File: src/rtl/core_pkg.sv
// shared definitions for the out-of-order integer slice
// sizes, opcodes, instruction layout and the dispatch and rob records
`default_nettype none

package core_pkg;

    // datapath and storage sizes
    localparam int xlen     = 16;
    localparam int num_regs = 16;
    localparam int rob_size = 8;

    typedef logic [3:0] reg_idx_t;
    // entries 1..8, zero means the value sits in the register file
    typedef logic [3:0] rob_tag_t;

    typedef enum logic [2:0] {
        add    = 3'd0,
        sub    = 3'd1,
        and_op = 3'd2,
        or_op  = 3'd3,
        xor_op = 3'd4,
        addi   = 3'd5,
        nop    = 3'd6
    } alu_op_t;

    // 16-bit instruction word, bit 12 reserved
    typedef struct packed {
        logic [2:0] opcode;
        logic       spare;
        reg_idx_t   rd;
        reg_idx_t   rs1;
        reg_idx_t   rs2;
    } inst_word_t;

    typedef struct packed {
        logic            valid;
        alu_op_t         op;
        reg_idx_t        dest;
        logic            has_dest;
        reg_idx_t        src_a;
        reg_idx_t        src_b;
        logic [xlen-1:0] imm;
        logic            use_imm;
    } dp_packet_t;

    typedef struct packed {
        logic            valid;
        logic            issued;
        logic            complete;
        alu_op_t         op;
        reg_idx_t        dest;
        logic            has_dest;
        rob_tag_t        tag_a;
        rob_tag_t        tag_b;
        logic [xlen-1:0] value_a;
        logic [xlen-1:0] value_b;
        logic            ready_a;
        logic            ready_b;
        logic [xlen-1:0] result;
    } rob_entry_t;

endpackage

`default_nettype wire

File: src/rtl/issue_if.sv
// issue strobe from the rob to the alu, and the common data bus back
`timescale 1ns/1ps
`default_nettype none

interface issue_if;
    import core_pkg::*;

    logic            valid;
    rob_tag_t        rob_tag;
    alu_op_t         op;
    // carried along so the result bus can name the register
    reg_idx_t        dest;
    logic [xlen-1:0] value_a;
    logic [xlen-1:0] value_b;

    modport source (output valid, output rob_tag, output op, output dest,
                    output value_a, output value_b);
    modport sink   (input valid, input rob_tag, input op, input dest,
                    input value_a, input value_b);
endinterface

interface cdb_if;
    import core_pkg::*;

    logic            valid;
    rob_tag_t        rob_tag;
    reg_idx_t        dest;
    logic [xlen-1:0] value;

    modport source (output valid, output rob_tag, output dest, output value);
    modport sink   (input valid, input rob_tag, input dest, input value);
endinterface

`default_nettype wire

File: src/rtl/alu_pipe.sv
// two-stage integer alu
// operand latch, then compute onto the common data bus
`timescale 1ns/1ps
`default_nettype none

module alu_pipe (
    input  logic    clock,
    input  logic    reset,
    issue_if.sink   issue,
    cdb_if.source   cdb
);
    import core_pkg::*;

    // stage 1 operand latch
    logic            s1_valid;
    rob_tag_t        s1_tag;
    alu_op_t         s1_op;
    reg_idx_t        s1_dest;
    logic [xlen-1:0] s1_a;
    logic [xlen-1:0] s1_b;
    logic [xlen-1:0] result;

    // results wrap at 16 bits
    always_comb begin
        case (s1_op)
            add, addi: result = s1_a + s1_b;
            sub:       result = s1_a - s1_b;
            and_op:    result = s1_a & s1_b;
            or_op:     result = s1_a | s1_b;
            xor_op:    result = s1_a ^ s1_b;
            default:   result = '0;
        endcase
    end

    // valid bits
    always_ff @(posedge clock or posedge reset) begin
        if (reset) begin
            s1_valid  <= 1'b0;
            cdb.valid <= 1'b0;
        end else begin
            s1_valid  <= issue.valid;
            cdb.valid <= s1_valid;
        end
    end

    // payload
    always_ff @(posedge clock) begin
        s1_tag      <= issue.rob_tag;
        s1_op       <= issue.op;
        s1_dest     <= issue.dest;
        s1_a        <= issue.value_a;
        s1_b        <= issue.value_b;
        cdb.rob_tag <= s1_tag;
        cdb.dest    <= s1_dest;
        cdb.value   <= result;
    end

    // fixed two-cycle latency, always ready
    a_two_cycle: assert property (@(posedge clock) disable iff (reset)
        issue.valid |-> ##2 cdb.valid);
endmodule

`default_nettype wire

File: src/flat_wrapper.sv
// flat-port wrapper written by rule: the top's interface ports become plain ports
module alu_pipe_flat import core_pkg::*;
  (clock, reset, issue_valid, issue_rob_tag, issue_op, issue_dest, issue_value_a, issue_value_b, cdb_valid, cdb_rob_tag, cdb_dest, cdb_value);
  issue_if issue_i ();
  cdb_if cdb_i ();
  input  logic clock;
  input  logic reset;
  input wire logic [$bits(issue_i.valid)-1:0] issue_valid;
  input wire logic [$bits(issue_i.rob_tag)-1:0] issue_rob_tag;
  input wire logic [$bits(issue_i.op)-1:0] issue_op;
  input wire logic [$bits(issue_i.dest)-1:0] issue_dest;
  input wire logic [$bits(issue_i.value_a)-1:0] issue_value_a;
  input wire logic [$bits(issue_i.value_b)-1:0] issue_value_b;
  output wire logic [$bits(cdb_i.valid)-1:0] cdb_valid;
  output wire logic [$bits(cdb_i.rob_tag)-1:0] cdb_rob_tag;
  output wire logic [$bits(cdb_i.dest)-1:0] cdb_dest;
  output wire logic [$bits(cdb_i.value)-1:0] cdb_value;
  assign issue_i.valid = issue_valid;
  assign issue_i.rob_tag = issue_rob_tag;
  assign issue_i.op = issue_op;
  assign issue_i.dest = issue_dest;
  assign issue_i.value_a = issue_value_a;
  assign issue_i.value_b = issue_value_b;
  assign cdb_valid = cdb_i.valid;
  assign cdb_rob_tag = cdb_i.rob_tag;
  assign cdb_dest = cdb_i.dest;
  assign cdb_value = cdb_i.value;
  alu_pipe u_core (.clock(clock), .reset(reset), .issue(issue_i), .cdb(cdb_i));
endmodule
File: config.mk
export PLATFORM = sky130hd
export DESIGN_NAME = alu_pipe_flat
export DESIGN_NICKNAME = d
export VERILOG_FILES = /design/src/rtl/core_pkg.sv /design/src/rtl/issue_if.sv /design/src/rtl/alu_pipe.sv /design/src/flat_wrapper.sv
export SDC_FILE = /design/constraint.sdc
export NUM_CORES = 1
export LEC_CHECK = 0
export BUFFER_PORTS_ARGS = -buffer_cell sky130_fd_sc_hd__buf_2
export CAP_MARGIN = 20
export CORE_ASPECT_RATIO = 0.8
export CORE_MARGIN = 2
export CORE_UTILIZATION = 30
export DETAILED_ROUTE_END_ITERATION = 8
export PLACE_DENSITY_LB_ADDON = 0.12
export SYNTH_ARGS = -nofsm -noshare
export SYNTH_HDL_FRONTEND = slang
export SYNTH_SLANG_ARGS = --single-unit
File: constraint.sdc
create_clock -name clock -period 3.3 [get_ports clock]
set_input_delay 0.66 -clock clock [delete_from_list [all_inputs] [get_ports clock]]
set_output_delay 0.66 -clock clock [all_outputs]
set_load 0.01 [all_outputs]
==> results of run 1 <==
## stage by stage
stage | setup slack, ns | hold slack (ns) | cells | power [uW] | area (um^2)
finish | 0.310 | 0.158 | 590 | 2270 | 4250
global route | 0.0999 | 0.148 | 590 | 2420 | 4250
CTS | 0.333 | 0.144 | 590 | 2320 | 4250
detailed placement | 0.352 | 0.314 | 574 | 1410 | 3970
global placement | 0.370 | 0.310 | 574 | 1410 | 3970
floorplan | 0.696 | 0.310 | 365 | 1260 | 3450
## logic make-up after synthesis
family	Yosys count	synth area share, %
buf+inv	54	6.17
mux	5	1.49
simple gates	69	9.79
fa+ha+maj	49	18.0
flops	69	40.3
xor+xnor	25	6.35
compound gates	94	17.9
## flip-flops by register name, indices dropped and copies added (netlist names)
name                count
u_core.cdb.dest         4
u_core.cdb.rob_tag      4
u_core.cdb.valid        1
u_core.cdb.value       16
u_core.s1_a            16
u_core.s1_b            16
u_core.s1_dest          4
u_core.s1_op            3
u_core.s1_tag           4
u_core.s1_valid         1
## routing by layer
| layer | vias to the layer above | global-route usage [%] | share of wire [%] |
|---|---|---|---|
| met3 | 8 | 4.66 | 6.7 |
| met4 | 0 | 5.19 | 1.4 |
| met1 | 1197 | 21.7 | 54 |
| met2 | 76 | 20.6 | 38 |
| li1 | 1405 | - | - |
| met5 | - | 0 | 0 |
## power by group
part / internal (uW) / switching (uW) / total (uW) / leakage (uW)
Combinational: 200 / 251 / 451 / 0.00136
Clock: 514 / 367 / 881 / 0.000129
Sequential: 904 / 38.0 / 942 / 0.000588
Total: 1620 / 656 / 2270 / 0.00208
## worst max path at each step
stage                                  from                           end  slack (ns)  cells after the start
floorplan           u_core.s1_op[2]$_DFF_P_   u_core.cdb.value[8]$_DFF_P_        0.70                     12
global placement    u_core.s1_op[2]$_DFF_P_   u_core.cdb.value[8]$_DFF_P_        0.37                     11
detailed placement  u_core.s1_op[2]$_DFF_P_   u_core.cdb.value[8]$_DFF_P_        0.35                     11
CTS                 u_core.s1_op[2]$_DFF_P_   u_core.cdb.value[8]$_DFF_P_        0.33                     11
global route        u_core.s1_op[2]$_DFF_P_  u_core.cdb.value[12]$_DFF_P_         0.1                     11
finish              u_core.s1_op[2]$_DFF_P_   u_core.cdb.value[8]$_DFF_P_        0.31                     11
## area by class of cell
type,count,area (um^2)
fill,1109,6770
timing repair buffer,75,388
tap,144,180
sequential,69,1390
clock inverter,6,50.0
clock buffer,10,229
multi-input combinational,242,1850
inverter,44,165
## placed cells by master (no fill, tap or decap), drive strengths merged, types with 8 or more instances in the layout
cell | synthesis | layout
buf | 0 | 75
dfxtp | 67 | 67
ha | 48 | 48
inv | 44 | 45
nor2 | 29 | 29
a21oi | 27 | 27
o21ai | 23 | 23
xnor2 | 22 | 22
nand2 | 19 | 19
a211oi | 11 | 11
clkbuf | 10 | 10
a21o | 8 | 8
==> reports/metrics.cfg, run 1 <==
[placement]
gp_congestion = 0.853
hpwlAfterDp_um = 6540
portBuffers = 70

[setup_path]
crit_path_start_kind = register
crit_chain = inv_1 > and3_1 > a31oi_1 > xnor2_1 > ha_1 > a21oi_1 > nor2_1 > or2_1 > o41ai_2 > mux2_1 > o21ai_1
ff2ff_path_depth = 11
r2r_setup_slack_ns = 0.31
cp.arrival_ns = 3.25
cp_slowest_cell = dfxtp_1
rr_endpoint = u_core.cdb.value[8]$_DFF_P_
cp-end-kind = register
r2r_start = u_core.s1_op[2]$_DFF_P_
path_max_fanout = 8
critPathMaxStageDelay_ns = 0.44
critPathKind = register to register
required_ns = 3.56
path_delay_family = compound AO/OA/AOI/OAI gates
timing.critical_path.buf_inv = 1

[clocking]
numCtsBuffers = 9
cts.path.max_buffers = 2
clkLatencyLatePin_ns = 0.33
cts_tree = built
cts_resized = 0
path_clk_slew_ns = 0.06
clkSinkCount = 69
cts-root-buf = clkbuf_16
cts_setup_buffers = 0
htree_levels = 3
hold_buffers = 0

[final_layout]
nets = 536
fin_util_pct = 38.6
diodes = 0
area_growth_pct = 23.2
drive_gt1_share_pct = 21.5

[synthesis]
synthFlopType = dfxtp_1
synth_area_leaders = dfxtp_1 39%, ha_1 17%, xnor2_1 5.6%, inv_1 4.8%, a21oi_1 3.9%
synth_seq_cells = 69
ys_async_sr_fraction_pct = 2.90
syn_area_um2 = 3450
yosysSeqAreaShare_pct = 40.3
synth_edf_count = 0
yosys_warnings = 0
syn_area_per_cell_um2 = 9.45
postSynthCellCount = 365
synth_most_common_cell = dfxtp_1
yosysUniqueCellTypes = 46
synth.largest_area_cell = dfxtp_1
synth_common_cells = 67 x dfxtp_1, 48 x ha_1, 44 x inv_1
synth.net_count = 460
synth_top_area_share_pct = 38.9

[global_routing]
grt-ovfl-total = 0
grt_pass1_vias = 2753
antenna_found_initial = 0
grt_usage_pct = 14.9
grt_max_degree = 20
grt_pass1_wl_um = 13900

[job]
max_cap_viol_count = 0

[die]
coreArea_um2 = 11000
pin_count = 71
fp.dieArea_um2 = 12400
die_w_um = 124
rows = 34
start_util_pct = 31.3
die_h_um = 99.9

[timing]
slew_viol_final = 0
period_share_pct = 90.6
setup_tns_ns = 0
slew_headroom_pct = 58.6
fmax_mhz = 334
rsz0062_at_grt = no
finClkSkew_ns = 0.00851
tightest_slew_ns = 0.619
hold_violations = 0
fin_crit_ns = 2.99
finalSetupViolCount = 0

[route]
num_vias = 2686
route.antenna.remaining_nets = 0
drc_errors = 0
wl_per_cell_um = 14.3
avgViaCountPerCell = 4.55
routed_wl_um = 8450
drtIter0Drc = 135
drtPass1Iterations = 4

[pwr]
p_leak_uw = 0.00208
power_density_nw_per_um2 = 535
peakVddDrop_mv = 0.329

[outcome]
status = complete, no violations

[worst_hold_path]
hold_path_class = input port to async pin

No activity file was read; power rests on OpenSTA's default activity.
==> inputs of run 2 (changes only) <==
Settings changed: ABC_AREA from default to 1, CELL_PAD_IN_SITES_DETAIL_PLACEMENT from default to 0, CELL_PAD_IN_SITES_GLOBAL_PLACEMENT from default to 1.
==> run 2 against run 1 <==
Effect of this change:
- total power increased by 6.8%
- first-iteration DRC count increased by 13%
- wire length rose by 4.3%
- synthesized cell count up 15%
- flip-flop and latch count stayed put
- maximum frequency increased by 9.6%
- core utilization down 0.59 points
==> reports/metrics.cfg, run 2 <==
[synthesis]
yosys_warnings = 0
yosysSeqAreaShare_pct = 39.2
ys_async_sr_fraction_pct = 2.90
synth_top_family_by_area = simple AND/OR/NAND/NOR gates
synth.largest_area_cell = dfxtp_1
synth-simple-area-share_pct = 20.5
synth.net_count = 513
synthAdderAreaFrac_pct = 17.5
syn_area_um2 = 3550
synth_common_cells = 90 x nand2_1, 67 x dfxtp_1, 62 x inv_1
synth_top_area_share_pct = 37.8
synth_edf_count = 0
synth-compound-area-share_pct = 10.7
synth.area.mux_share_pct = 0
synth_seq_cells = 69
syn_area_per_cell_um2 = 8.50
synthFlopType = dfxtp_1
postSynthCellCount = 418
synth_most_common_cell = nand2_1
synthXorXnorAreaFrac_pct = 3.45
synth_area_leaders = dfxtp_1 38%, ha_1 17%, nand2_1 9.5%, inv_1 6.6%, xor2_1 3.2%
yosysUniqueCellTypes = 44

[clocking]
cts.path.max_buffers = 2
cts-root-buf = clkbuf_16
cts_setup_buffers = 0
cts_resized = 0
hold_buffers = 0
cts_tree = built
path_clk_slew_ns = 0.06
clkLatencyLatePin_ns = 0.34
clkSinkCount = 69
htree_levels = 3
numCtsBuffers = 9

[global_routing]
antenna_found_initial = 0
grt_pass1_wl_um = 14500
grt-ovfl-total = 0
grt_pass1_vias = 2855
grt_util_met2_pct = 21.1
grt_busiest_layer = met1
grt_usage_pct = 14.9
grt_use_met1_pct = 21.7
grt_max_degree = 17
use_met3_pct = 4.01

[placement]
gp_congestion = 0.853
portBuffers = 70
hpwlAfterDp_um = 6800

[route]
wl_per_cell_um = 13.6
drtIter0Drc = 152
route.antenna.remaining_nets = 0
routed_wl_um = 8810
drtPass1Iterations = 4
drc_errors = 0
avgViaCountPerCell = 4.35
num_vias = 2820

[setup_path]
cp-startpoint = u_core.s1_b[0]$_DFF_P_
cp_slowest_cell = ha_1
crit_chain = inv_1 > ha_1 > nand3_1 > nor2_2 > nand2_1 > nand2_1 > xor2_1 > inv_1 > ha_1 > nand2_1 > inv_1 > a21oi_1 > nand2_1 > a21oi_1 > inv_1 > nand2_1 > nand3_1 > nand2_1
r2r_start = u_core.s1_b[0]$_DFF_P_
critPathKind = register to register
cp-end-kind = register
cp.arrival_ns = 3.01
cpMostUsedCell = nand2_1
critPathMaxStageDelay_ns = 0.33
crit_path_start_kind = register
path_max_fanout = 5
path_delay_family = simple AND/OR/NAND/NOR gates
required_ns = 3.58
timing.critical_path.buf_inv = 4

[final_layout]
final_cell_mix = 90 x nand2_1, 70 x buf_2, 67 x dfxtp_1, 62 x inv_1, 48 x ha_1
seq_area_um2 = 1390
drive_gt1_share_pct = 22.6
nFillCells = 1199
nets = 590
multiInputGateArea_um2 = 1850
largestRegisters = u_core.cdb.value (16), u_core.s1_a (16), u_core.s1_b (16)
area_growth_pct = 23.1
diodes = 0
final_common_cell = nand2_1

[job]
max_cap_viol_count = 0

[die]
start_util_pct = 30.8
fp.dieArea_um2 = 12700
die_w_um = 126
rows = 35
die_h_um = 101
pin_count = 71
coreArea_um2 = 11500

[timing]
finClkSkew_ns = 0.00820
tightest_slew_ns = 0.926
setup_tns_ns = 0
finalSetupViolCount = 0
slew_headroom_pct = 38.0
hold_violations = 0
rsz0062_at_grt = no
fmax_mhz = 366
slew_viol_final = 0
period_share_pct = 82.7
holdWs_ns = 0.157
fin_crit_ns = 2.73

[pwr]
peakVddDrop_mv = 0.274
sequentialPowerShare_pct = 38.7
power_switching_uw = 686
power_density_nw_per_um2 = 555
p_leak_uw = 0.00232
combPwrFrac_pct = 17.5
swShare_pct = 28.2
power.share.clock_pct = 43.8
internal_power_uw = 1740

[outcome]
status = complete, no violations

[worst_hold_path]
hold_path_class = input port to async pin

==> run 2: worst paths after layout <==
kind | slack [ns] | cells after the start | end
min reg2reg | 0.32 | 0 | u_core.cdb.dest[2]$_DFF_P_
max in group asynchronous | 3.03 | 2 | u_core.cdb.valid$_DFF_PP0_
min in group clock | 0.32 | 0 | u_core.cdb.dest[2]$_DFF_P_
max reg2reg | 0.57 | 18 | u_core.cdb.value[11]$_DFF_P_
min | 0.16 | 2 | u_core.s1_valid$_DFF_PP0_
max | 0.57 | 18 | u_core.cdb.value[11]$_DFF_P_
==> run 2: final cells by class <==
cell class | count | area share (%)
clock inverters | 7 | 2.37
flip-flops and latches | 69 | 31.8
inverters | 68 | 5.95
well taps | 148 | 4.23
multi-input cells | 276 | 42.3
repair buffers | 71 | 8.18
clock buffers | 9 | 5.15
==> run 2: power groups by stage <==
stage	registers [uW]	clock network [uW]	logic, uW
after floorplan	969	0	270
after global placement	959	0	425
after detailed placement	959	0	427
after CTS	941	1100	429
after global routing	948	1130	493
final	940	1060	424
==> run 2: cells by family (layout without fill, tap and decap cells) <==
kind of cell / Yosys count / after routing
flip-flops: 69 / 69
AO/OA/AOI/OAI: 52 / 52
AND/OR/NAND/NOR: 161 / 161
buffers and inverters: 73 / 155
XOR/XNOR: 14 / 14
adder cells (fa/ha/maj): 49 / 49
==> run 2: layer usage <==
metal  wire length (um)  vias to the layer above
met4                131                        0
met3                412                        9
met2               3390                       63
li1                   -                     1508
met5                  0                        -
met1               4880                     1240
==> run 2: through the flow <==
stage          instance area [um^2]  utilization (%)  std cells  setup slack, ns  power (uW)
2_1_floorplan                  3550                -        418             1.01        1240
3_3_place_gp                   4050             35.1        632            0.647        1380
3_5_place_dp                   4050             35.1        632            0.577        1390
4_1_cts                        4370             38.0        648            0.573        2470
5_1_grt                        4370             38.0        648            0.253        2570
6_report                       4370             38.0        648            0.571        2430
