$ cat src/rtl/core_pkg.sv
// shared definitions for the out-of-order integer slice
// sizes, opcodes, instruction layout and the dispatch and rob records
`default_nettype none

package core_pkg;

    // datapath and storage sizes
    localparam int xlen     = 16;
    localparam int num_regs = 16;
    localparam int rob_size = 8;

    typedef logic [3:0] reg_idx_t;
    // entries 1..8, zero means the value sits in the register file
    typedef logic [3:0] rob_tag_t;

    typedef enum logic [2:0] {
        add    = 3'd0,
        sub    = 3'd1,
        and_op = 3'd2,
        or_op  = 3'd3,
        xor_op = 3'd4,
        addi   = 3'd5,
        nop    = 3'd6
    } alu_op_t;

    // 16-bit instruction word, bit 12 reserved
    typedef struct packed {
        logic [2:0] opcode;
        logic       spare;
        reg_idx_t   rd;
        reg_idx_t   rs1;
        reg_idx_t   rs2;
    } inst_word_t;

    typedef struct packed {
        logic            valid;
        alu_op_t         op;
        reg_idx_t        dest;
        logic            has_dest;
        reg_idx_t        src_a;
        reg_idx_t        src_b;
        logic [xlen-1:0] imm;
        logic            use_imm;
    } dp_packet_t;

    typedef struct packed {
        logic            valid;
        logic            issued;
        logic            complete;
        alu_op_t         op;
        reg_idx_t        dest;
        logic            has_dest;
        rob_tag_t        tag_a;
        rob_tag_t        tag_b;
        logic [xlen-1:0] value_a;
        logic [xlen-1:0] value_b;
        logic            ready_a;
        logic            ready_b;
        logic [xlen-1:0] result;
    } rob_entry_t;

endpackage

`default_nettype wire

$ cat src/rtl/dispatch_if.sv
// dispatch channel from decode into the reorder buffer
// map table listens to the same handshake
`timescale 1ns/1ps
`default_nettype none

interface dispatch_if;
    import core_pkg::*;

    logic       valid;
    logic       ready;
    dp_packet_t packet;
    // slot the next accepted packet lands in
    rob_tag_t   tail_tag;

    modport source  (output valid, output packet, input ready, input tail_tag);
    modport sink    (input valid, input packet, output ready, output tail_tag);
    modport monitor (input valid, input packet, input ready, input tail_tag);
endinterface

`default_nettype wire

$ cat src/rtl/inst_decode.sv
// instruction decode, word to dispatch packet
// stall comes straight from rob ready
`timescale 1ns/1ps
`default_nettype none

module inst_decode (
    input  logic                 clock,
    input  logic                 reset,
    input  logic                 inst_valid,
    input  core_pkg::inst_word_t inst_word,
    output logic                 inst_ready,
    dispatch_if.source           dispatch
);
    import core_pkg::*;

    alu_op_t     op;
    logic        stalled;

    // unused opcode 7 decodes as nop
    assign op = (inst_word.opcode > 3'd6) ? nop : alu_op_t'(inst_word.opcode);

    always_comb begin
        dispatch.packet          = '0;
        dispatch.packet.valid    = inst_valid;
        dispatch.packet.op       = op;
        dispatch.packet.dest     = inst_word.rd;
        // r0 writes and nops produce nothing architectural
        dispatch.packet.has_dest = (op != nop) && (inst_word.rd != '0);
        dispatch.packet.use_imm  = (op == addi);
        dispatch.packet.imm      = {{(xlen - 4){1'b0}}, inst_word.rs2};
        // nop reads nothing and addi reads rs1 only
        dispatch.packet.src_a    = (op == nop) ? '0 : inst_word.rs1;
        dispatch.packet.src_b    = (op == nop || op == addi) ? '0 : inst_word.rs2;
    end

    assign dispatch.valid = inst_valid;
    assign inst_ready     = dispatch.ready;

    // stall flag
    always_ff @(posedge clock or posedge reset) begin
        if (reset) begin
            stalled <= 1'b0;
        end else begin
            stalled <= inst_valid && !dispatch.ready;
        end
    end

    // a stalled word is held unchanged for the next cycle
    a_hold_on_stall: assert property (@(posedge clock) disable iff (reset)
        stalled |-> inst_valid && $stable(inst_word));
endmodule

`default_nettype wire

$ cat src/flat_wrapper.sv
// flat-port wrapper written by rule: the top's interface ports become plain ports
module inst_decode_flat import core_pkg::*;
  (clock, reset, inst_valid, inst_word, inst_ready, dispatch_valid, dispatch_packet, dispatch_ready, dispatch_tail_tag);
  dispatch_if dispatch_i ();
  input  logic clock;
  input  logic reset;
  input  logic inst_valid;
  input  core_pkg::inst_word_t inst_word;
  output logic inst_ready;
  output wire logic [$bits(dispatch_i.valid)-1:0] dispatch_valid;
  output wire logic [$bits(dispatch_i.packet)-1:0] dispatch_packet;
  input wire logic [$bits(dispatch_i.ready)-1:0] dispatch_ready;
  input wire logic [$bits(dispatch_i.tail_tag)-1:0] dispatch_tail_tag;
  assign dispatch_valid = dispatch_i.valid;
  assign dispatch_packet = dispatch_i.packet;
  assign dispatch_i.ready = dispatch_ready;
  assign dispatch_i.tail_tag = dispatch_tail_tag;
  inst_decode u_core (.clock(clock), .reset(reset), .inst_valid(inst_valid), .inst_word(inst_word), .inst_ready(inst_ready), .dispatch(dispatch_i));
endmodule
$ cat config.mk
export PLATFORM = sky130hd
export DESIGN_NAME = inst_decode_flat
export DESIGN_NICKNAME = d
export VERILOG_FILES = /design/src/rtl/core_pkg.sv /design/src/rtl/dispatch_if.sv /design/src/rtl/inst_decode.sv /design/src/flat_wrapper.sv
export SDC_FILE = /design/constraint.sdc
export NUM_CORES = 1
export LEC_CHECK = 0
export ABC_AREA = 1
export BUFFER_PORTS_ARGS = -buffer_cell sky130_fd_sc_hd__buf_4
export CAP_MARGIN = 10
export CELL_PAD_IN_SITES_DETAIL_PLACEMENT = 1
export CELL_PAD_IN_SITES_GLOBAL_PLACEMENT = 2
export CORE_MARGIN = 10
export CORE_UTILIZATION = 10
export DETAILED_ROUTE_END_ITERATION = 7
export PLACE_DENSITY = 0.95
export SLEW_MARGIN = 20
export SYNTH_ARGS = -nofsm -noshare
export SYNTH_HDL_FRONTEND = slang
export SYNTH_SLANG_ARGS = --single-unit
$ cat constraint.sdc
create_clock -name vclk -period 0.8
set_input_delay 0.08 -clock vclk [all_inputs]
set_output_delay 0.08 -clock vclk [all_outputs]
set_load 0.02 [all_outputs]
==> results of run 1 <==
==> cells in the mapped netlist <==
cell type	instances
a21oi_2	1
buf_4	23
clkbuf_1	2
conb_1	1
inv_1	9
inv_2	1
nand2_1	1
nand2_2	2
nor2_1	12
==> stage by stage <==
step | hold slack [ps] | area [µm²]
floorplan | 240 | 333
global placement | 160 | 462
detailed placement | 160 | 462
CTS | 160 | 462
global route | 160 | 462
finish | 160 | 462
==> metal layers <==
layer | part of all wire [%] | wire (µm) | GRT usage, %
met3 | 24 | 294 | 2.93
met2 | 38 | 467 | 6.34
met4 | 0 | 0 | 0
met5 | 0 | 0 | 0
met1 | 37 | 453 | 3.70
==> cell families after synthesis <==
kind of cell / share of synthesized area [%]
AO/OA/AOI/OAI: 3.00
buffers and inverters: 74.7
other: 1.29
AND/OR/NAND/NOR: 21.0
==> cell type report <==
| cell class | instances | share of cell area, % |
|---|---|---|
| Multi-Input combinational cell | 28 | 24.9 |
| Inverter | 10 | 8.13 |
| Tap cell | 31 | 8.40 |
| Timing Repair Buffer | 36 | 58.5 |
==> path summary, 6_finish.rpt <==
check,start,end,slack [ps]
max,inst_word[15],dispatch_packet[25],100
min,dispatch_ready,inst_ready,160
==> worst max-delay path: cells and delay by family <==
kind / cells / cell delay (ps)
buffers and inverters: 3 / 340
and+or+nand+nor: 1 / 80
AOI/OAI and AO/OA: 1 / 110
==> placed cells by master (no fill, tap or decap), drive strengths merged <==
cell   instances
buf           36
nor2          12
conb          12
inv           10
nand2          3
a21oi          1
==> power breakdown <==
part           internal, mW  switching, mW
clock network             0              0
registers                 0              0
logic                 0.138          0.207
==> flow_metrics.py, run 1 <==
metrics = {
    "final_layout": {
        "final_util_pct": 16.6,
        "synthToLayoutAreaGrowth_pct": 58.4,
        "finalNonFillerCells": 105,
        "regArea_um2": 0,
        "n_antenna_cell": 0,
        "nNetsFinal": 100,
        "multi_input_area_um2": 115,
        "drive_above_1_share_pct": 54.1,
        "clkbuf_count": 0,
        "nFillCells": 358,
        "seq_cells": 0,
    },
    "sta": {
        "layout_setup_ws_ps": 102,
        "finalSetupViolations": 0,
        "tns_ps": 0,
        "fin_crit_sh_pct": 87.2,
        "rsz0062_at_grt": "no",
        "slew_violations": 0,
        "hold_viol": 0,
        "fmax_ghz": 1.43,
        "fin_crit_ps": 698,
    },
    "clock_tree": {
        "cts_setup_buffers": 0,
        "hold_buffers": 0,
        "cts_resized": 0,
    },
    "place": {
        "dp.cells": 105,
        "port_buffers": 36,
        "routabilityCongestion": 0.640,
        "dp_hpwl_mm": 1.17,
        "place_ws_ps": 78.1,
    },
    "floorplanning": {
        "ios": 60,
        "coreArea_um2": 2780,
        "die_height_um": 74.0,
        "num_rows": 19,
        "dieArea_um2": 5480,
        "start_util_pct": 10.5,
        "die_w_um": 74.0,
    },
    "synthesis": {
        "synth_cell_types": 9,
        "yosysWarnings": 0,
        "synth_top_area_share_pct": 59.2,
        "synthCells": 52,
        "yosys.area.top_type": "buf_4",
        "yosysSeqAreaShare_pct": 0,
        "syn_area_um2": 292,
        "netlist_top_cells_area": "buf_4, nor2_1, inv_1, nand2_2, a21oi_2",
        "syn_avg_cell_area_um2": 5.61,
    },
    "critical_path": {
        "worst_setup_path_end_kind": "output port",
        "path_class": "in -> out",
        "worstPathMaxFanout": 6,
        "path_common_cell": "buf_4",
        "worstPathArrival_ps": 620,
        "path_cells": "buf_4 > nand2_2 > inv_2 > a21oi_2 > buf_4",
        "cp-start-kind": "primary input",
        "cp_slowest_cell": "buf_4",
        "required_ps": 720,
        "critPathMaxStageDelay_ps": 150,
    },
    "drt": {
        "avgViaCountPerCell": 3.11,
        "drt_iter0_markers": 1,
        "ant_nets": 0,
        "vias": 327,
        "drc_errors": 0,
        "avgRoutedWirePerCell_um": 11.6,
        "postRouteWirelength_mm": 1.22,
        "firstDrtPassIters": 2,
    },
    "hold_path": {
        "holdPathStages": 0,
        "holdCritPathClass": "in -> out",
    },
    "status": {
        "status": "complete, no violations",
    },
    "power_and_ir_drop": {
        "p_leak_nw": 0.302,
        "power_density_nw_per_um2": 747,
        "ir_drop_v": 0.000156,
        "p_total_mw": 0.345,
    },
    "grt": {
        "antenna_found_initial": 0,
        "grt_max_degree": 7,
        "grt_pass1_vias": 389,
        "grt_pass1_wl_mm": 1.77,
        "grt-ovfl-total": 0,
        "grt_usage_pct": 3.71,
    },
    "run": {
        "cap_viol_max_count": 0,
    },
}
Note: power is estimated with default switching activity, not from simulation.
==> inputs of run 2 (changes only) <==
--- a/config.mk
+++ b/config.mk
@@ -5,7 +5,6 @@
 export SDC_FILE = /design/constraint.sdc
 export NUM_CORES = 1
 export LEC_CHECK = 0
-export ABC_AREA = 1
 export BUFFER_PORTS_ARGS = -buffer_cell sky130_fd_sc_hd__buf_4
 export CAP_MARGIN = 10
 export CELL_PAD_IN_SITES_DETAIL_PLACEMENT = 1
==> constraint.sdc (replaced) <==
create_clock -name vclk -period 0.8
set_input_delay 0.12 -clock vclk [all_inputs]
set_output_delay 0.12 -clock vclk [all_outputs]
set_load 0.02 [all_outputs]
==> run 2 against run 1 <==
  * The run now ends with setup timing left
  * Sequential share of layout area did not move
  * Combinational power rose by 12%
  * Fmax fell by 16%
  * Die area fell by 4.4%
  * Power rose by 12%
  * Utilization rose by 3.9 points
==> flow_metrics.py, run 2 <==
metrics = {
    "critical_path": {
        "critPathMaxStageDelay_ps": 270,
        "critPathTopFamily": "simple AND/OR/NAND/NOR gates",
        "path_cells": "buf_6 > nor4_4 > a21oi_1 > buf_4",
        "worstPathMaxFanout": 2,
        "worst_setup_path_end_kind": "output port",
        "required_ps": 680,
        "cp_slowest_cell": "nor4_4",
        "crit_buf_inv": 2,
        "worstPathArrival_ps": 710,
        "path_class": "in -> out",
        "cp-start-kind": "primary input",
        "worstSetupStartpoint": "inst_word[10]",
    },
    "power_and_ir_drop": {
        "pwr-share-clk_pct": 0,
        "switching_share_pct": 54.8,
        "p_leak_nw": 0.278,
        "p_seq_share_pct": 0,
        "switchingPower_mw": 0.212,
        "power_density_nw_per_um2": 741,
        "p_total_mw": 0.387,
        "ir_drop_v": 0.000170,
        "comb_power_share_pct": 100.0,
        "p_int_mw": 0.175,
    },
    "sta": {
        "fmax_ghz": 1.20,
        "hold_viol": 0,
        "fin_crit_sh_pct": 104,
        "rsz0062_at_grt": "yes",
        "fin_crit_ps": 833,
        "finalSetupViolations": 1,
        "slew_violations": 0,
        "layout_setup_ws_ps": -32.6,
    },
    "synthesis": {
        "synth.most_common_cell": "buf_4",
        "yosys.area.top_type": "buf_4",
        "synth_top_area_share_pct": 63.0,
        "yosysWarnings": 0,
        "netlist_top_cells_area": "buf_4, and2_1, o21ai_2, clkbuf_1, nand2_2",
        "synth_common_cells": "buf_4, and2_1, clkbuf_1",
        "synthCells": 41,
        "yosysSeqAreaShare_pct": 0,
        "synth_cell_types": 10,
        "syn_area_um2": 274,
        "syn_avg_cell_area_um2": 6.68,
    },
    "drt": {
        "postRouteWirelength_mm": 1.32,
        "avgViaCountPerCell": 2.97,
        "drc_errors": 0,
        "ant_nets": 0,
        "firstDrtPassIters": 2,
        "avgRoutedWirePerCell_um": 14.1,
        "vias": 279,
        "drt_iter0_markers": 2,
    },
    "place": {
        "port_buffers": 36,
        "dpl_cell_area_um2": 450,
        "dp_hpwl_mm": 1.23,
        "routabilityCongestion": 0.597,
        "dp.cells": 94,
    },
    "status": {
        "status": "finished with violations",
        "violations": "setup timing",
    },
    "floorplanning": {
        "coreArea_um2": 2540,
        "dieArea_um2": 5230,
        "num_rows": 18,
        "start_util_pct": 10.8,
        "ios": 60,
        "die_height_um": 72.3,
        "die_w_um": 72.3,
    },
    "grt": {
        "grt-ovfl-total": 0,
        "grt_usage_pct": 4.31,
        "grt_pass1_vias": 329,
        "grt_max_degree": 6,
        "grt_pass1_wl_mm": 1.80,
        "antenna_found_initial": 0,
    },
    "final_layout": {
        "fin_area_um2": 522,
        "seq_cells": 0,
        "finalNonFillerCells": 94,
        "drive_above_1_share_pct": 68.8,
        "final_cell_mix": "buf_4, conb_1, buf_6, and2_1, and2_4",
        "regArea_um2": 0,
        "final_common_cell": "buf_4",
        "n_antenna_cell": 0,
        "clkbuf_count": 0,
        "synthToLayoutAreaGrowth_pct": 90.4,
        "nNetsFinal": 90,
    },
    "hold_path": {
        "hp-start": "dispatch_ready",
        "holdCritPathClass": "in -> out",
    },
    "clock_tree": {
        "hold_buffers": 0,
    },
    "run": {
        "cap_viol_max_count": 0,
    },
}
[run 2: metrics by stage]
step / setup TNS [ps] / worst slack (ps) / utilization (%) / hold slack, ps
after CTS: -46.2 / -46.2 / 20.2 / 240
after floorplan: 0 / 172 / - / 320
after detailed placement: -340 / -134 / 17.7 / 240
after global placement: -206 / -129 / 17.7 / 240
after global routing: -141 / -81.3 / 20.5 / 240
final: -32.6 / -32.6 / 20.5 / 240
[run 2: kinds of logic after synthesis]
| group | count (synthesis) | share of synthesized area [%] |
|---|---|---|
| buf+inv | 25 | 65.8 |
| simple gates | 13 | 27.9 |
| compound gates | 2 | 5.02 |
| other cells | 1 | 1.37 |
[run 2: cell type report]
type / instances / area [µm²]
repair buffers: 37 / 312
multi-input cells: 27 / 173
fillers: 314 / 2020
well taps: 30 / 37.5
[run 2: what timing repair did]
item,in CTS,in global routing
setup endpoints to repair,5,6
buffers inserted,0,0
resized for setup,15,2
pin swaps,4,4
[run 2: final timing paths]
path,endpoint,slack [ps],cells past startpoint
worst max-delay path,dispatch_packet[25],-30,4
worst min-delay path,inst_ready,240,0
[run 2: power by group through the flow]
stage	Combinational, mW	Clock (mW)	Sequential [mW]
final	0.387	0	0
after global routing	0.413	0	0
after CTS	0.385	0	0
after detailed placement	0.344	0	0
after global placement	0.340	0	0
after floorplan	0.263	0	0
[run 2: layer usage]
layer,part of all wire [%],vias up,GRT usage (%)
met2,64,17,9.82
met1,27,125,3.35
met5,0,-,0
met3,6.7,2,1.22
met4,1.7,0,0.645
li1,-,135,-
==> inputs of run 3 (changes only) <==
==> constraint.sdc (replaced) <==
create_clock -name vclk -period 1
set_input_delay 0.15 -clock vclk [all_inputs]
set_output_delay 0.15 -clock vclk [all_outputs]
set_load 0.02 [all_outputs]
==> run 3 against run 2 <==
  * The flow now finishes without violations
  * Final cell count fell by 1.1%
  * Sequential cell count stayed put
  * First-iteration DRC count fell by 100%
  * Die area unchanged
  * Critical path type unchanged
  * Critical endpoint unchanged
  * Largest power group unchanged
==> flow_metrics.py, run 3 (same netlist as run 2, synthesis figures left out) <==
metrics = {
    "power_and_ir_drop": {
        "switching_share_pct": 58.5,
        "p_int_mw": 0.113,
        "comb_power_share_pct": 100.0,
        "pwr-share-clk_pct": 0,
        "p_seq_share_pct": 0,
        "switchingPower_mw": 0.159,
        "power_density_nw_per_um2": 604,
        "p_leak_nw": 0.248,
        "ir_drop_v": 0.000114,
    },
    "final_layout": {
        "clkbuf_count": 0,
        "n_antenna_cell": 0,
        "synthToLayoutAreaGrowth_pct": 63.9,
        "fin_area_um2": 449,
        "final_cell_mix": "buf_4, conb_1, and2_1",
        "finalNonFillerCells": 93,
        "drive_above_1_share_pct": 61.9,
        "nNetsFinal": 89,
        "final_common_cell": "buf_4",
        "regArea_um2": 0,
        "nFillCells": 326,
        "seq_cells": 0,
    },
    "floorplanning": {
        "ios": 60,
        "coreArea_um2": 2540,
        "num_rows": 18,
        "dieArea_um2": 5230,
        "die_w_um": 72.3,
        "start_util_pct": 10.8,
        "die_height_um": 72.3,
    },
    "drt": {
        "drt_iter0_markers": 0,
        "vias": 271,
        "postRouteWirelength_mm": 1.27,
        "firstDrtPassIters": 1,
        "avgViaCountPerCell": 2.91,
        "avgRoutedWirePerCell_um": 13.6,
        "drc_errors": 0,
        "ant_nets": 0,
    },
    "clock_tree": {
        "cts_setup_buffers": 0,
    },
    "sta": {
        "rsz0062_at_grt": "no",
        "fin_crit_sh_pct": 92.8,
        "hold_viol": 0,
        "fin_crit_ps": 928,
        "fmax_ghz": 1.08,
        "finalSetupViolations": 0,
        "slew_violations": 0,
    },
    "critical_path": {
        "worst_setup_path_end_kind": "output port",
        "required_ps": 850,
        "cp-start-kind": "primary input",
        "worstPathMaxFanout": 2,
        "worstPathArrival_ps": 780,
        "path_class": "in -> out",
    },
    "grt": {
        "grt_usage_pct": 4.20,
        "grt-ovfl-total": 0,
        "grt_pass1_vias": 350,
        "grt_pass1_wl_mm": 1.80,
        "antenna_found_initial": 0,
        "grt_max_degree": 6,
    },
    "place": {
        "port_buffers": 36,
        "dp.cells": 93,
        "dpl_cell_area_um2": 443,
        "dp_hpwl_mm": 1.20,
        "routabilityCongestion": 0.594,
    },
    "status": {
        "status": "complete, no violations",
    },
    "run": {
        "cap_viol_max_count": 0,
    },
    "hold_path": {
        "holdCritPathClass": "in -> out",
    },
}
-- run 3: layer usage --
layer  global-route usage (%)  wire (µm)
met5                        0          0
met4                        0          0
met3                     1.50        121
met2                     9.33        817
met1                     3.51        329
-- run 3: cell type report --
type	count	area, µm²	area share, %
multi-input cells	27	141	31.5
repair buffers	36	270	60.2
well taps	30	37.5	8.36
-- run 3: metrics by stage --
step	setup TNS [ps]	hold slack (ps)	setup slack, ps	power [mW]	utilization (%)
6_report	0	300	72.4	0.271	17.7
5_1_grt	0	300	10.4	0.292	17.7
4_1_cts	0	300	45.4	0.274	17.7
3_5_place_dp	0	300	8.85	0.272	17.4
3_3_place_gp	-22.4	300	-22.4	0.268	17.4
2_1_floorplan	0	380	312	0.210	-
-- run 3: critical path, cell delays in order --
cell     delay (ps)
buf_4           120
nor4_2          280
a21oi_1          70
buf_4           160
-- run 3: power groups by stage --
stage / clock network [mW] / registers, mW / logic (mW)
finish: 0 / 0 / 0.271
detailed placement: 0 / 0 / 0.272
floorplan: 0 / 0 / 0.210
CTS: 0 / 0 / 0.274
global route: 0 / 0 / 0.292
global placement: 0 / 0 / 0.268
-- run 3: worst paths after layout --
path | cells past startpoint | to | start | slack, ps
worst max-delay path | 4 | dispatch_packet[25] | inst_word[9] | 70
worst min-delay path | 0 | inst_ready | dispatch_ready | 300
-- run 3: repair_timing --
action,4_1_cts,5_1_grt
hold buffers,0,0
setup endpoints to repair,1,0
gates resized for setup,1,0
