[src/rtl/core_pkg.sv]
// shared definitions for the out-of-order integer slice
// sizes, opcodes, instruction layout and the dispatch and rob records
`default_nettype none

package core_pkg;

    // datapath and storage sizes
    localparam int xlen     = 16;
    localparam int num_regs = 16;
    localparam int rob_size = 8;

    typedef logic [3:0] reg_idx_t;
    // entries 1..8, zero means the value sits in the register file
    typedef logic [3:0] rob_tag_t;

    typedef enum logic [2:0] {
        add    = 3'd0,
        sub    = 3'd1,
        and_op = 3'd2,
        or_op  = 3'd3,
        xor_op = 3'd4,
        addi   = 3'd5,
        nop    = 3'd6
    } alu_op_t;

    // 16-bit instruction word, bit 12 reserved
    typedef struct packed {
        logic [2:0] opcode;
        logic       spare;
        reg_idx_t   rd;
        reg_idx_t   rs1;
        reg_idx_t   rs2;
    } inst_word_t;

    typedef struct packed {
        logic            valid;
        alu_op_t         op;
        reg_idx_t        dest;
        logic            has_dest;
        reg_idx_t        src_a;
        reg_idx_t        src_b;
        logic [xlen-1:0] imm;
        logic            use_imm;
    } dp_packet_t;

    typedef struct packed {
        logic            valid;
        logic            issued;
        logic            complete;
        alu_op_t         op;
        reg_idx_t        dest;
        logic            has_dest;
        rob_tag_t        tag_a;
        rob_tag_t        tag_b;
        logic [xlen-1:0] value_a;
        logic [xlen-1:0] value_b;
        logic            ready_a;
        logic            ready_b;
        logic [xlen-1:0] result;
    } rob_entry_t;

endpackage

`default_nettype wire

[src/rtl/arch_regfile.sv]
// committed register file, written at retire
// r0 reads as zero, two combinational read ports
`timescale 1ns/1ps
`default_nettype none

module arch_regfile (
    input  logic                      clock,
    input  logic                      reset,
    input  logic                      retire_valid,
    input  core_pkg::reg_idx_t        retire_dest,
    input  core_pkg::reg_idx_t        read_a,
    input  core_pkg::reg_idx_t        read_b,
    input  logic [core_pkg::xlen-1:0] retire_value,
    output logic [core_pkg::xlen-1:0] value_a,
    output logic [core_pkg::xlen-1:0] value_b
);
    import core_pkg::*;

    logic [xlen-1:0] regs [num_regs];

    always_ff @(posedge clock or posedge reset) begin
        if (reset)
            regs <= '{default: '0};
        else if (retire_valid && retire_dest != '0)
            regs[retire_dest] <= retire_value;
    end

    // no bypass, rob covers a same-cycle retire
    assign value_a = (read_a == '0) ? '0 : regs[read_a];
    assign value_b = (read_b == '0) ? '0 : regs[read_b];
endmodule

`default_nettype wire

[config.mk]
export PLATFORM = sky130hd
export DESIGN_NAME = arch_regfile
export DESIGN_NICKNAME = d
export VERILOG_FILES = /design/src/rtl/core_pkg.sv /design/src/rtl/arch_regfile.sv
export SDC_FILE = /design/constraint.sdc
export NUM_CORES = 1
export LEC_CHECK = 0
export BUFFER_PORTS_ARGS = -buffer_cell sky130_fd_sc_hd__buf_2
export CORE_MARGIN = 5
export CORE_UTILIZATION = 35
export CTS_CLUSTER_DIAMETER = 150
export DETAILED_ROUTE_END_ITERATION = 10
export GPL_ROUTABILITY_DRIVEN = 0
export SKIP_LAST_GASP = 1
export SYNTH_ARGS = -nofsm -noshare
export SYNTH_HDL_FRONTEND = slang
export SYNTH_SLANG_ARGS = --single-unit
[constraint.sdc]
create_clock -name clock -period 7.7 [get_ports clock]
set_input_delay 0.77 -clock clock [delete_from_list [all_inputs] [get_ports clock]]
set_output_delay 0.77 -clock clock [all_outputs]
set_load 0.005 [all_outputs]
==> results of run 1 <==
[critical path, delay by kind of cell]
| family | cells | cell delay, ns |
|---|---|---|
| buffers and inverters | 4 | 1.52 |
| and+or+nand+nor | 1 | 0.22 |
| AOI/OAI and AO/OA | 2 | 0.61 |
[cell usage in the layout, fill, tap and decap left out, types with 3 or more instances in the layout]
master,netlist,routed
mux2_2,271,271
dfrtp_1,242,242
mux4_2,95,95
buf_2,40,58
nand2_1,36,36
nor2b_1,31,30
a221oi_1,28,28
o31ai_1,28,28
clkbuf_16,0,27
buf_4,6,23
mux2_4,20,20
mux2_1,11,11
clkbuf_8,0,7
nand2b_1,6,6
nor2_4,0,5
clkbuf_1,29,5
nor2_2,6,4
clkinv_2,0,4
or3_1,3,3
o221a_2,3,3
mux2i_1,3,3
[through the flow]
| stage | hold WS, ns | worst slack [ns] |
|---|---|---|
| after floorplan | 0.425 | 0.285 |
| after global placement | 0.363 | 3.78 |
| after detailed placement | 0.365 | 3.74 |
| after CTS | 0.381 | 3.74 |
| after global routing | 0.387 | 3.71 |
| final | 0.365 | 3.78 |
[kinds of logic (layout without fill, tap and decap cells)]
group | Yosys count | count (layout)
compound gates | 71 | 71
buf+inv | 90 | 129
flops | 242 | 242
mux | 400 | 400
other cells | 0 | 2
simple gates | 94 | 94
[metal layers]
layer / global-route usage [%] / vias up / routed length, um
met3: 2.75 / 45 / 1690
met2: 28.0 / 199 / 17400
met5: 0 / - / 23
met1: 23.5 / 4445 / 15600
met4: 4.83 / 4 / 726
li1: - / 3482 / -
[worst max-delay path by stage]
| stage | from | end | slack [ns] | cells past startpoint |
|---|---|---|---|---|
| floorplan | reset | regs[0] | 0.29 | 1 |
| global placement | read_b[1] | value_b[9] | 3.78 | 7 |
| detailed placement | read_b[1] | value_b[9] | 3.74 | 7 |
| CTS | read_b[1] | value_b[9] | 3.74 | 7 |
| global route | read_b[1] | value_b[9] | 3.71 | 7 |
| finish | read_b[1] | value_b[9] | 3.78 | 7 |
[layout make-up]
type                    instances  area (sq um)  area share [%]
flip-flops and latches        242          6060            40.9
inverters                       1          11.3          0.0760
diodes                          2          5.00          0.0338
clock buffers                  39           791            5.34
clock inverters                 8          97.6           0.659
repair buffers                 81           463            3.12
multi-input cells             565          6750            45.6
well taps                     511           639            4.32
[report_power, final]
| part | switching (mW) | total (mW) | internal [mW] |
|---|---|---|---|
| combinational | 0.328 | 0.906 | 0.578 |
| clock | 0.521 | 1.30 | 0.776 |
| sequential | 0.216 | 1.78 | 1.57 |
==> results.tsv, run 1 <==
stage	metric	value	unit
outcome	status	completed	
setup_path	Crit path arrival time	3.15	ns
global_routing	grt ovf	0	
hold_path	Hold Crit Class	in -> async	
global_routing	vias in the first global route	8653	
setup_path	critical path endpoint category	output pin	
clock_network	Clock Sinks	242	
synthesis	top_reg_cell synth	dfrtp_1	
synthesis	Post-Synth Adder-Cell Area	0	%
finish	Biggest register	regs	
route	Remaining DRCs	0	
clock_network	# resized after CTS	0	
floorplan	area of the core	37500	sq um
synthesis	fraction of synthesized cell area in xor and xnor cells	0	%
clock_network	Clk Latency, worst-skew pair	0.53	ns
setup_path	critical path type	in -> out	
global_routing	largest net degree at the start of global routing	115	
setup_path	CP Cell Sequence	buf_4, buf_4, nor2b_1, buf_4, a221oi_1, o31ai_1, buf_2	
clock_network	Num CTS Buffers	27	
floorplan	DIE HEIGHT	205	um
setup_path	Slowest cell on crit path	buf_4	
synthesis	Synth area leaders	dfrtp_1 46%, mux2_2 23%, mux4_2 16%, mux2_4 2.3%, a221oi_1 1.8%	
finish	post-layout util	39.5	%
route	ANT nets after route	0	
synthesis	Synth area leader	dfrtp_1	
synthesis	FFs w/ async S/R, synth	100	%
placed_design	hpwl dp	20.2	mm
synthesis	Post-synth EDFFs	0	
synthesis	post-synthesis compound-gate area fraction	4.31	%
route	DR WL/cell	24.5	um
setup_path	reg-to-reg critical path endpoint	regs[49]	
floorplan	Die Wd	205	um
synthesis	syn avg cell area	14.8	sq um
floorplan	Die Area	41900	sq um
finish	Nets	949	
floorplan	row count	71	
sta	Worst Skew	0	ns
synthesis	most common cell in the synthesized netlist	mux2_2	
sta	Final Hold Fails	0	
power	Worst IR Drop VDD	0.174	mV
setup_path	Most Frequent Cell on Critical Path	buf_4	
setup_path	Reg2Reg Depth	1	
synthesis	synthesized area	13300	sq um
route	DRT Pass-1 Iters	5	
synthesis	Mapped Cells	897	
sta	slew margin rel.	19.8	%
setup_path	Worst Path Max Fanout	60	
route	via/cell ratio	5.64	
route	routed wire length	35.5	mm
floorplan	Initial Util	35.4	%
synthesis	mux contribution to synthesized area	42.6	%
placed_design	area post-placement	13900	sq um
finish	non-filler cells, final	1449	
sta	Final Max Slew Viols	0	
route	via count	8175	
setup_path	r2r setup slk	6.88	ns
setup_path	crit path launch type	input port	
synthesis	count of cell types in the netlist	33	
placed_design	PortBufs	62	
finish	top flop regs	regs (242)	
global_routing	initial antenna violation count	6	
clock_network	Clock transition at path regs	0.06	ns
sta	final critical-path share of the clock period	50.9	%
finish	Syn-to-layout area delta	11.7	%
clock_network	CTS HTree Levels	1	
finish	fill count	3482	
clock_network	CTS Buffer Depth	3	
clock_network	TritonCTS clock tree	yes	
power	static leakage	6.15	nW
global_routing	total track usage	17.0	%
finish	layout cells sized above 1	56.0	%
power	pwr dens	269	nW/um^2
synthesis	Mapped Nets	928	
setup_path	Critical Path RT	6.93	ns
synthesis	Synth top area share	45.7	%
route	DRT iter0 DRCs	574	
placed_design	Placed Cells	1400	
global_routing	global-route wire length before repair	55.2	mm
synthesis	Synth Register Bits	242	
clock_network	# hold bufs at CTS	0	
synthesis	Synth Area in Simple Gates	3.77	%
sta	RSZ-0062 raised after global routing	no	
synthesis	largest family of logic cells by synthesized area	multiplexers	
sta	Tightest Pin Transition	1.20	ns
sta	# setup viols final	0	
finish	max reg flops	242	
clock_network	clk root buf	clkbuf_16	
clock_network	Post-CTS Setup Inserts	0	
synthesis	Commonest cells post-synth	271 x mux2_2, 242 x dfrtp_1, 95 x mux4_2	
finish	final instance area	14800	sq um
setup_path	R2R Path Start	regs[49]	
setup_path	Crit path largest cell delay	0.84	ns
synthesis	register area share after synthesis	45.7	%
job	MaxCap Viol Count	0	
sta	fmax	0.255	GHz
floorplan	Top Ports	63	
sta	total negative setup slack	0	ns
synthesis	Ys Warns	0	
sta	fin crit period	3.92	ns
power	Final Power	3.99	mW
Power figures use the tool's default switching activity.
==> inputs of run 2 (changes only) <==
==> constraint.sdc (replaced) <==
create_clock -name clock -period 3.5 [get_ports clock]
set_input_delay 0.35 -clock clock [delete_from_list [all_inputs] [get_ports clock]]
set_output_delay 0.35 -clock clock [all_outputs]
set_load 0.005 [all_outputs]
==> run 2 against run 1 <==
Net effect:
- sequential power rose by 120%
- cell area rose by 0.87%
- sequential share of layout area fell by 0.35 points
- routed wire length rose by 0.63%
- power rose by 120%
- clock skew did not move
- setup slack got worse by 3.1 ns
- die area did not move
- largest cell class unchanged
- highest routed layer unchanged
==> results.tsv, run 2 (same netlist as run 1, synthesis figures left out) <==
stage	metric	value	unit	change
clock_network	clk root buf	clkbuf_16		
setup_path	CP startpoint	read_b[1]		
placed_design	pre-CTS worst setup slack	0.735	ns	-3.00 ns
hold_path	hold path start	retire_value[0]		
route	routed wire length	35.7	mm	+0.63%
placed_design	hpwl dp	21.7	mm	+7.6%
sta	Setup WS post-layout	0.716	ns	-3.07 ns
clock_network	CTS Buffer Depth	3		unchanged
clock_network	Clock Sinks	242		unchanged
global_routing	initial antenna violation count	4		-2
hold_path	Hold Crit Class	in -> reg		
sta	Final Hold Fails	0		unchanged
sta	Final Max Slew Viols	0		unchanged
power	Worst IR Drop VDD	0.334	mV	+92%
route	Remaining DRCs	0		unchanged
route	DRT Pass-1 Iters	5		unchanged
finish	Nets	969		+2.1%
clock_network	Num CTS Buffers	27		unchanged
setup_path	worst setup path endpoint	value_b[7]		
placed_design	PortBufs	62		unchanged
setup_path	r2r setup slk	2.69	ns	-4.19 ns
floorplan	Initial Util	35.4	%	unchanged
sta	Tightest Pin Transition	0.932	ns	-0.271 ns
outcome	status	completed		
finish	commonest non-fill, non-tap cell in the layout	mux2_2		
clock_network	TritonCTS clock tree	yes		
finish	layout cells sized above 1	56.7	%	+0.70 points
sta	# setup viols final	0		unchanged
floorplan	row count	71		unchanged
sta	final critical-path share of the clock period	79.5	%	
clock_network	# resized after CTS	0		unchanged
finish	fill count	3491		+0.26%
power	Final Power	8.67	mW	+120%
floorplan	Die Area	41900	sq um	unchanged
route	DR WL/cell	24.3	um	-0.81%
route	DRT iter0 DRCs	601		+4.7%
global_routing	vias in the first global route	8712		+0.68%
finish	Syn-to-layout area delta	12.7	%	
global_routing	largest net degree at the start of global routing	67		-42%
setup_path	crit path launch type	input port		
route	via count	8228		+0.65%
floorplan	area of the core	37500	sq um	unchanged
clock_network	Clk Latency, worst-skew pair	0.55	ns	+0.02 ns
setup_path	critical path endpoint category	output pin		
setup_path	Reg2Reg Depth	1		unchanged
sta	fin crit period	2.78	ns	
sta	fmax	0.359	GHz	
power	pwr dens	580	nW/um^2	+120%
finish	most frequent cells in the layout	271 x mux2_2, 242 x dfrtp_1, 95 x mux4_2, 58 x buf_2, 38 x buf_4		
clock_network	Clock transition at path regs	0.06	ns	about the same
global_routing	total track usage	17.2	%	+0.13 points
clock_network	CTS HTree Levels	1		unchanged
floorplan	DIE HEIGHT	205	um	unchanged
global_routing	grt ovf	0		unchanged
finish	max reg flops	242		unchanged
sta	slew margin rel.	37.9	%	+18 points
setup_path	reg-to-reg critical path endpoint	regs[222]		
global_routing	global-route wire length before repair	55.1	mm	-0.30%
setup_path	critical path type	in -> out		
sta	RSZ-0062 raised after global routing	no		
floorplan	Top Ports	63		unchanged
finish	top flop regs	regs (242)		
power	static leakage	6.24	nW	+1.5%
setup_path	Worst Path Max Fanout	35		-42%
floorplan	Die Wd	205	um	unchanged
finish	Biggest register	regs		
job	MaxCap Viol Count	0		unchanged
sta	Worst Skew	0	ns	unchanged
sta	worst hold slack	0.220	ns	-0.145 ns
setup_path	Critical Path RT	3.15	ns	-3.78 ns
route	ANT nets after route	0		unchanged
setup_path	R2R Path Start	regs[222]		
setup_path	Crit path arrival time	2.43	ns	-0.72 ns
route	via/cell ratio	5.60		-0.79%
==> run 2: cell count changes in the layout (fill, tap and decap cells not counted), moves of 4 or more <==
cell    previous run  this run
buf_12             0         4
nor2_2             4         9
buf_4             23        38
nor2_4             5         0
==> run 2: how the worst min path moves through the flow <==
stage,depth (start not counted),slack [ns],to
final,2,0.22,regs[48]
after CTS,2,0.21,regs[48]
after detailed placement,0,0.36,regs[254]
after global placement,0,0.36,regs[254]
after floorplan,1,0.42,regs[242]
after global routing,2,0.25,regs[48]
==> run 2: power by group <==
group	internal (mW)	leakage [nW]	switching, mW
sequential	3.45	2.97	0.467
combinational	1.29	2.84	0.728
clock	1.57	0.424	1.16
total	6.31	6.24	2.36
==> run 2: final cells by class <==
class / count / area, sq um / area share [%]
antenna: 1 / 2.50 / 0.0167
tap: 511 / 639 / 4.28
timing repair buffer: 101 / 666 / 4.45
inverter: 1 / 7.51 / 0.0502
clock inverter: 8 / 47.5 / 0.318
multi-input combinational: 565 / 6730 / 45.0
sequential: 242 / 6060 / 40.5
clock buffer: 41 / 798 / 5.34
==> run 2: layer usage <==
metal  part of all wire [%]  global-route usage (%)
met5                  0.095                       0
met4                    2.6                    5.05
met3                    4.8                    2.87
met2                     50                    29.3
met1                     42                    22.6
==> run 2: worst max-delay path: stages <==
cell and delay [ns]:
buf_4 0.48, buf_4 0.43, mux4_2 0.28, nor2b_1 0.04
o31ai_1 0.57, buf_2 0.23
==> run 2: timing repair <==
| action | in CTS | in global routing |
|---|---|---|
| setup buffers | 0 | 0 |
| endpoints found under the hold margin | 25 | 0 |
| endpoints found under the setup margin | 0 | 0 |
| hold buffers | 1 | 0 |
==> run 2: metrics by stage <==
| step | cell area (sq um) | setup TNS (ns) | util, % | std cells |
|---|---|---|---|---|
| finish | 14900 | 0 | 39.9 | 1470 |
| floorplan | 13300 | -6.24 | - | 897 |
| global route | 14900 | 0 | 39.9 | 1469 |
| CTS | 14900 | 0 | 39.9 | 1469 |
| detailed placement | 14100 | 0 | 37.6 | 1419 |
| global placement | 14100 | 0 | 37.6 | 1419 |
==> inputs of run 3 (changes only) <==
==> constraint.sdc (replaced) <==
create_clock -name clock -period 2.8 [get_ports clock]
set_input_delay 0.28 -clock clock [delete_from_list [all_inputs] [get_ports clock]]
set_output_delay 0.28 -clock clock [all_outputs]
set_load 0.005 [all_outputs]
==> run 3 against run 2 <==
Net effect:
- clock-buffer cell count decreased by 7
- flip-flop and latch count unchanged
- highest routed layer unchanged
- cell area grew 1.3%
- die area stayed put
- routed wire length is 0.34% higher
- clock power increased by 22%
- setup slack worse by 0.30 ns
- first-iteration DRC count is 6.8% lower
- utilization rose by 0.54 points
==> results.tsv, run 3 (same netlist as run 1, synthesis figures left out) <==
stage	metric	value	unit	change
outcome	status	completed		
route	DRT iter0 DRCs	560		-6.8%
route	via count	8268		+0.49%
global_routing	met1 usage	23.6	%	+1.0 points
finish	post-layout util	40.4	%	+0.54 points
setup_path	Critical Path RT	2.52	ns	-0.63 ns
setup_path	Buf/Inv on CP	2		-1
sta	# setup viols final	0		unchanged
setup_path	Crit path arrival time	2.11	ns	-0.32 ns
placed_design	PortBufs	62		unchanged
route	DRT Pass-1 Iters	5		unchanged
setup_path	reg-to-reg critical path endpoint	regs[50]		
hold_path	Hold EP	regs[52]		
setup_path	CP Cell Sequence	mux4_2, mux2_2, nand2_1, o31ai_1, buf_4, buf_2		
finish	max reg flops	242		unchanged
global_routing	largest net degree at the start of global routing	53		-21%
clock_network	Post-CTS Setup Inserts	0		unchanged
clock_network	CTS HTree Levels	1		unchanged
sta	fin crit period	2.39	ns	
route	DR WL/cell	24.3	um	about the same
global_routing	total track usage	17.1	%	-0.021 points
placed_design	hpwl dp	22.5	mm	+3.9%
job	MaxCap Viol Count	0		unchanged
setup_path	Reg2Reg Depth	1		unchanged
sta	Final Hold Fails	0		unchanged
finish	most frequent cells in the layout	271 x mux2_2, 242 x dfrtp_1, 95 x mux4_2, 58 x buf_2, 37 x buf_4		
clock_network	CTS Buffer Depth	3		unchanged
setup_path	critical path endpoint category	output pin		
setup_path	Crit path largest cell delay	0.47	ns	-0.10 ns
floorplan	row count	71		unchanged
power	pwr dens	713	nW/um^2	+23%
setup_path	critical path type	reg -> out		
setup_path	Slowest cell on crit path	mux4_2		
hold_path	Hold Crit Class	in -> reg		
finish	fill count	3491		unchanged
sta	worst hold slack	0.204	ns	-0.0169 ns
route	routed wire length	35.8	mm	+0.34%
floorplan	DIE HEIGHT	205	um	unchanged
setup_path	CP top delay family	multiplexers		
route	ANT nets after route	0		unchanged
floorplan	Top Ports	63		unchanged
finish	Syn-to-layout area delta	14.2	%	
finish	commonest non-fill, non-tap cell in the layout	mux2_2		
clock_network	Clk Latency, worst-skew pair	0.51	ns	-0.04 ns
finish	layout cells sized above 1	57.3	%	+0.64 points
clock_network	TritonCTS clock tree	yes		
setup_path	r2r setup slk	1.98	ns	-0.71 ns
floorplan	area of the core	37500	sq um	unchanged
setup_path	Worst Path Max Fanout	3		-91%
hold_path	hold path start	retire_value[4]		
setup_path	stages on the worst setup path	6		unchanged
global_routing	global-route wire length before repair	55.2	mm	+0.19%
clock_network	Num CTS Buffers	25		-7.4%
global_routing	GR Util met2	29.0	%	-0.26 points
sta	final critical-path share of the clock period	85.2	%	
power	static leakage	6.32	nW	+1.4%
clock_network	Clock Sinks	242		unchanged
clock_network	Clock transition at path regs	0.06	ns	about the same
global_routing	met3 Usage GRT	2.56	%	-0.30 points
floorplan	Initial Util	35.4	%	unchanged
sta	Tightest Pin Transition	0.731	ns	-0.201 ns
sta	Final Max Slew Viols	0		unchanged
setup_path	R2R Path Start	regs[50]		
clock_network	clk root buf	clkbuf_16		
global_routing	GRT Max-Usage Layer	met2		
power	Worst IR Drop VDD	0.483	mV	+45%
sta	fmax	0.419	GHz	
route	Remaining DRCs	0		unchanged
global_routing	initial antenna violation count	4		unchanged
finish	top flop regs	regs (242)		
finish	Biggest register	regs		
sta	slew margin rel.	51.2	%	+13 points
finish	Nets	978		+0.93%
hold_path	Worst Hold Path Cells	2		unchanged
floorplan	Die Area	41900	sq um	unchanged
route	via/cell ratio	5.61		+0.15%
sta	RSZ-0062 raised after global routing	no		
global_routing	vias in the first global route	8696		-0.18%
sta	Worst Skew	0	ns	unchanged
setup_path	crit path launch type	flip-flop		
global_routing	grt ovf	0		unchanged
floorplan	Die Wd	205	um	unchanged
## run 3: cell types whose count changed in the layout (fill, tap and decap cells not counted)
cell / before / now
clkbuf_8: 7 / 6
clkbuf_1: 7 / 3
buf_4: 38 / 37
clkinv_2: 6 / 7
inv_6: 2 / 0
buf_12: 4 / 16
bufinv_16: 0 / 2
clkbuf_16: 27 / 25
## run 3: worst max-delay path by stage
stage,start,endpoint
global placement,read_b[1],value_b[12]
floorplan,reset,regs[0]
finish,regs[3],value_a[3]
detailed placement,read_b[1],value_b[14]
global route,regs[3],value_b[3]
CTS,regs[3],value_a[3]
## run 3: layout make-up
class / instances / area (sq um) / area share [%]
Clock buffer: 34 / 719 / 4.75
Clock inverter: 9 / 95.1 / 0.628
Tap cell: 511 / 639 / 4.22
Antenna cell: 1 / 2.50 / 0.0165
Timing Repair Buffer: 112 / 898 / 5.93
Multi-Input combinational cell: 565 / 6730 / 44.4
Inverter: 1 / 7.51 / 0.0496
Sequential cell: 242 / 6060 / 40.0
## run 3: through the flow
step / setup TNS [ns] / instance area [sq um] / total power, mW / cells / setup WS [ns]
6_report: 0 / 15100 / 10.8 / 1475 / 0.413
2_1_floorplan: -158.70 / 13300 / 6.78 / 897 / -0.656
3_5_place_dp: 0 / 14300 / 7.52 / 1430 / 0.452
5_1_grt: 0 / 15100 / 11.3 / 1474 / 0.322
3_3_place_gp: 0 / 14300 / 7.45 / 1430 / 0.468
4_1_cts: 0 / 15100 / 10.9 / 1474 / 0.383
## run 3: repair_timing
action                    in CTS  in global routing
hold endpoints to repair      24                  0
resized for setup              0                  0
hold buffers                   1                  0
## run 3: metal layers
layer / routed length, um / up-vias
met5: 9 / -
met4: 558 / 2
met3: 1880 / 40
met2: 17800 / 214
met1: 15600 / 4459
li1: - / 3553
## run 3: report_power, final
part	internal, mW	switching, mW	leakage, nW
logic	1.64	0.920	2.94
registers	4.31	0.588	2.97
clock network	1.97	1.37	0.410
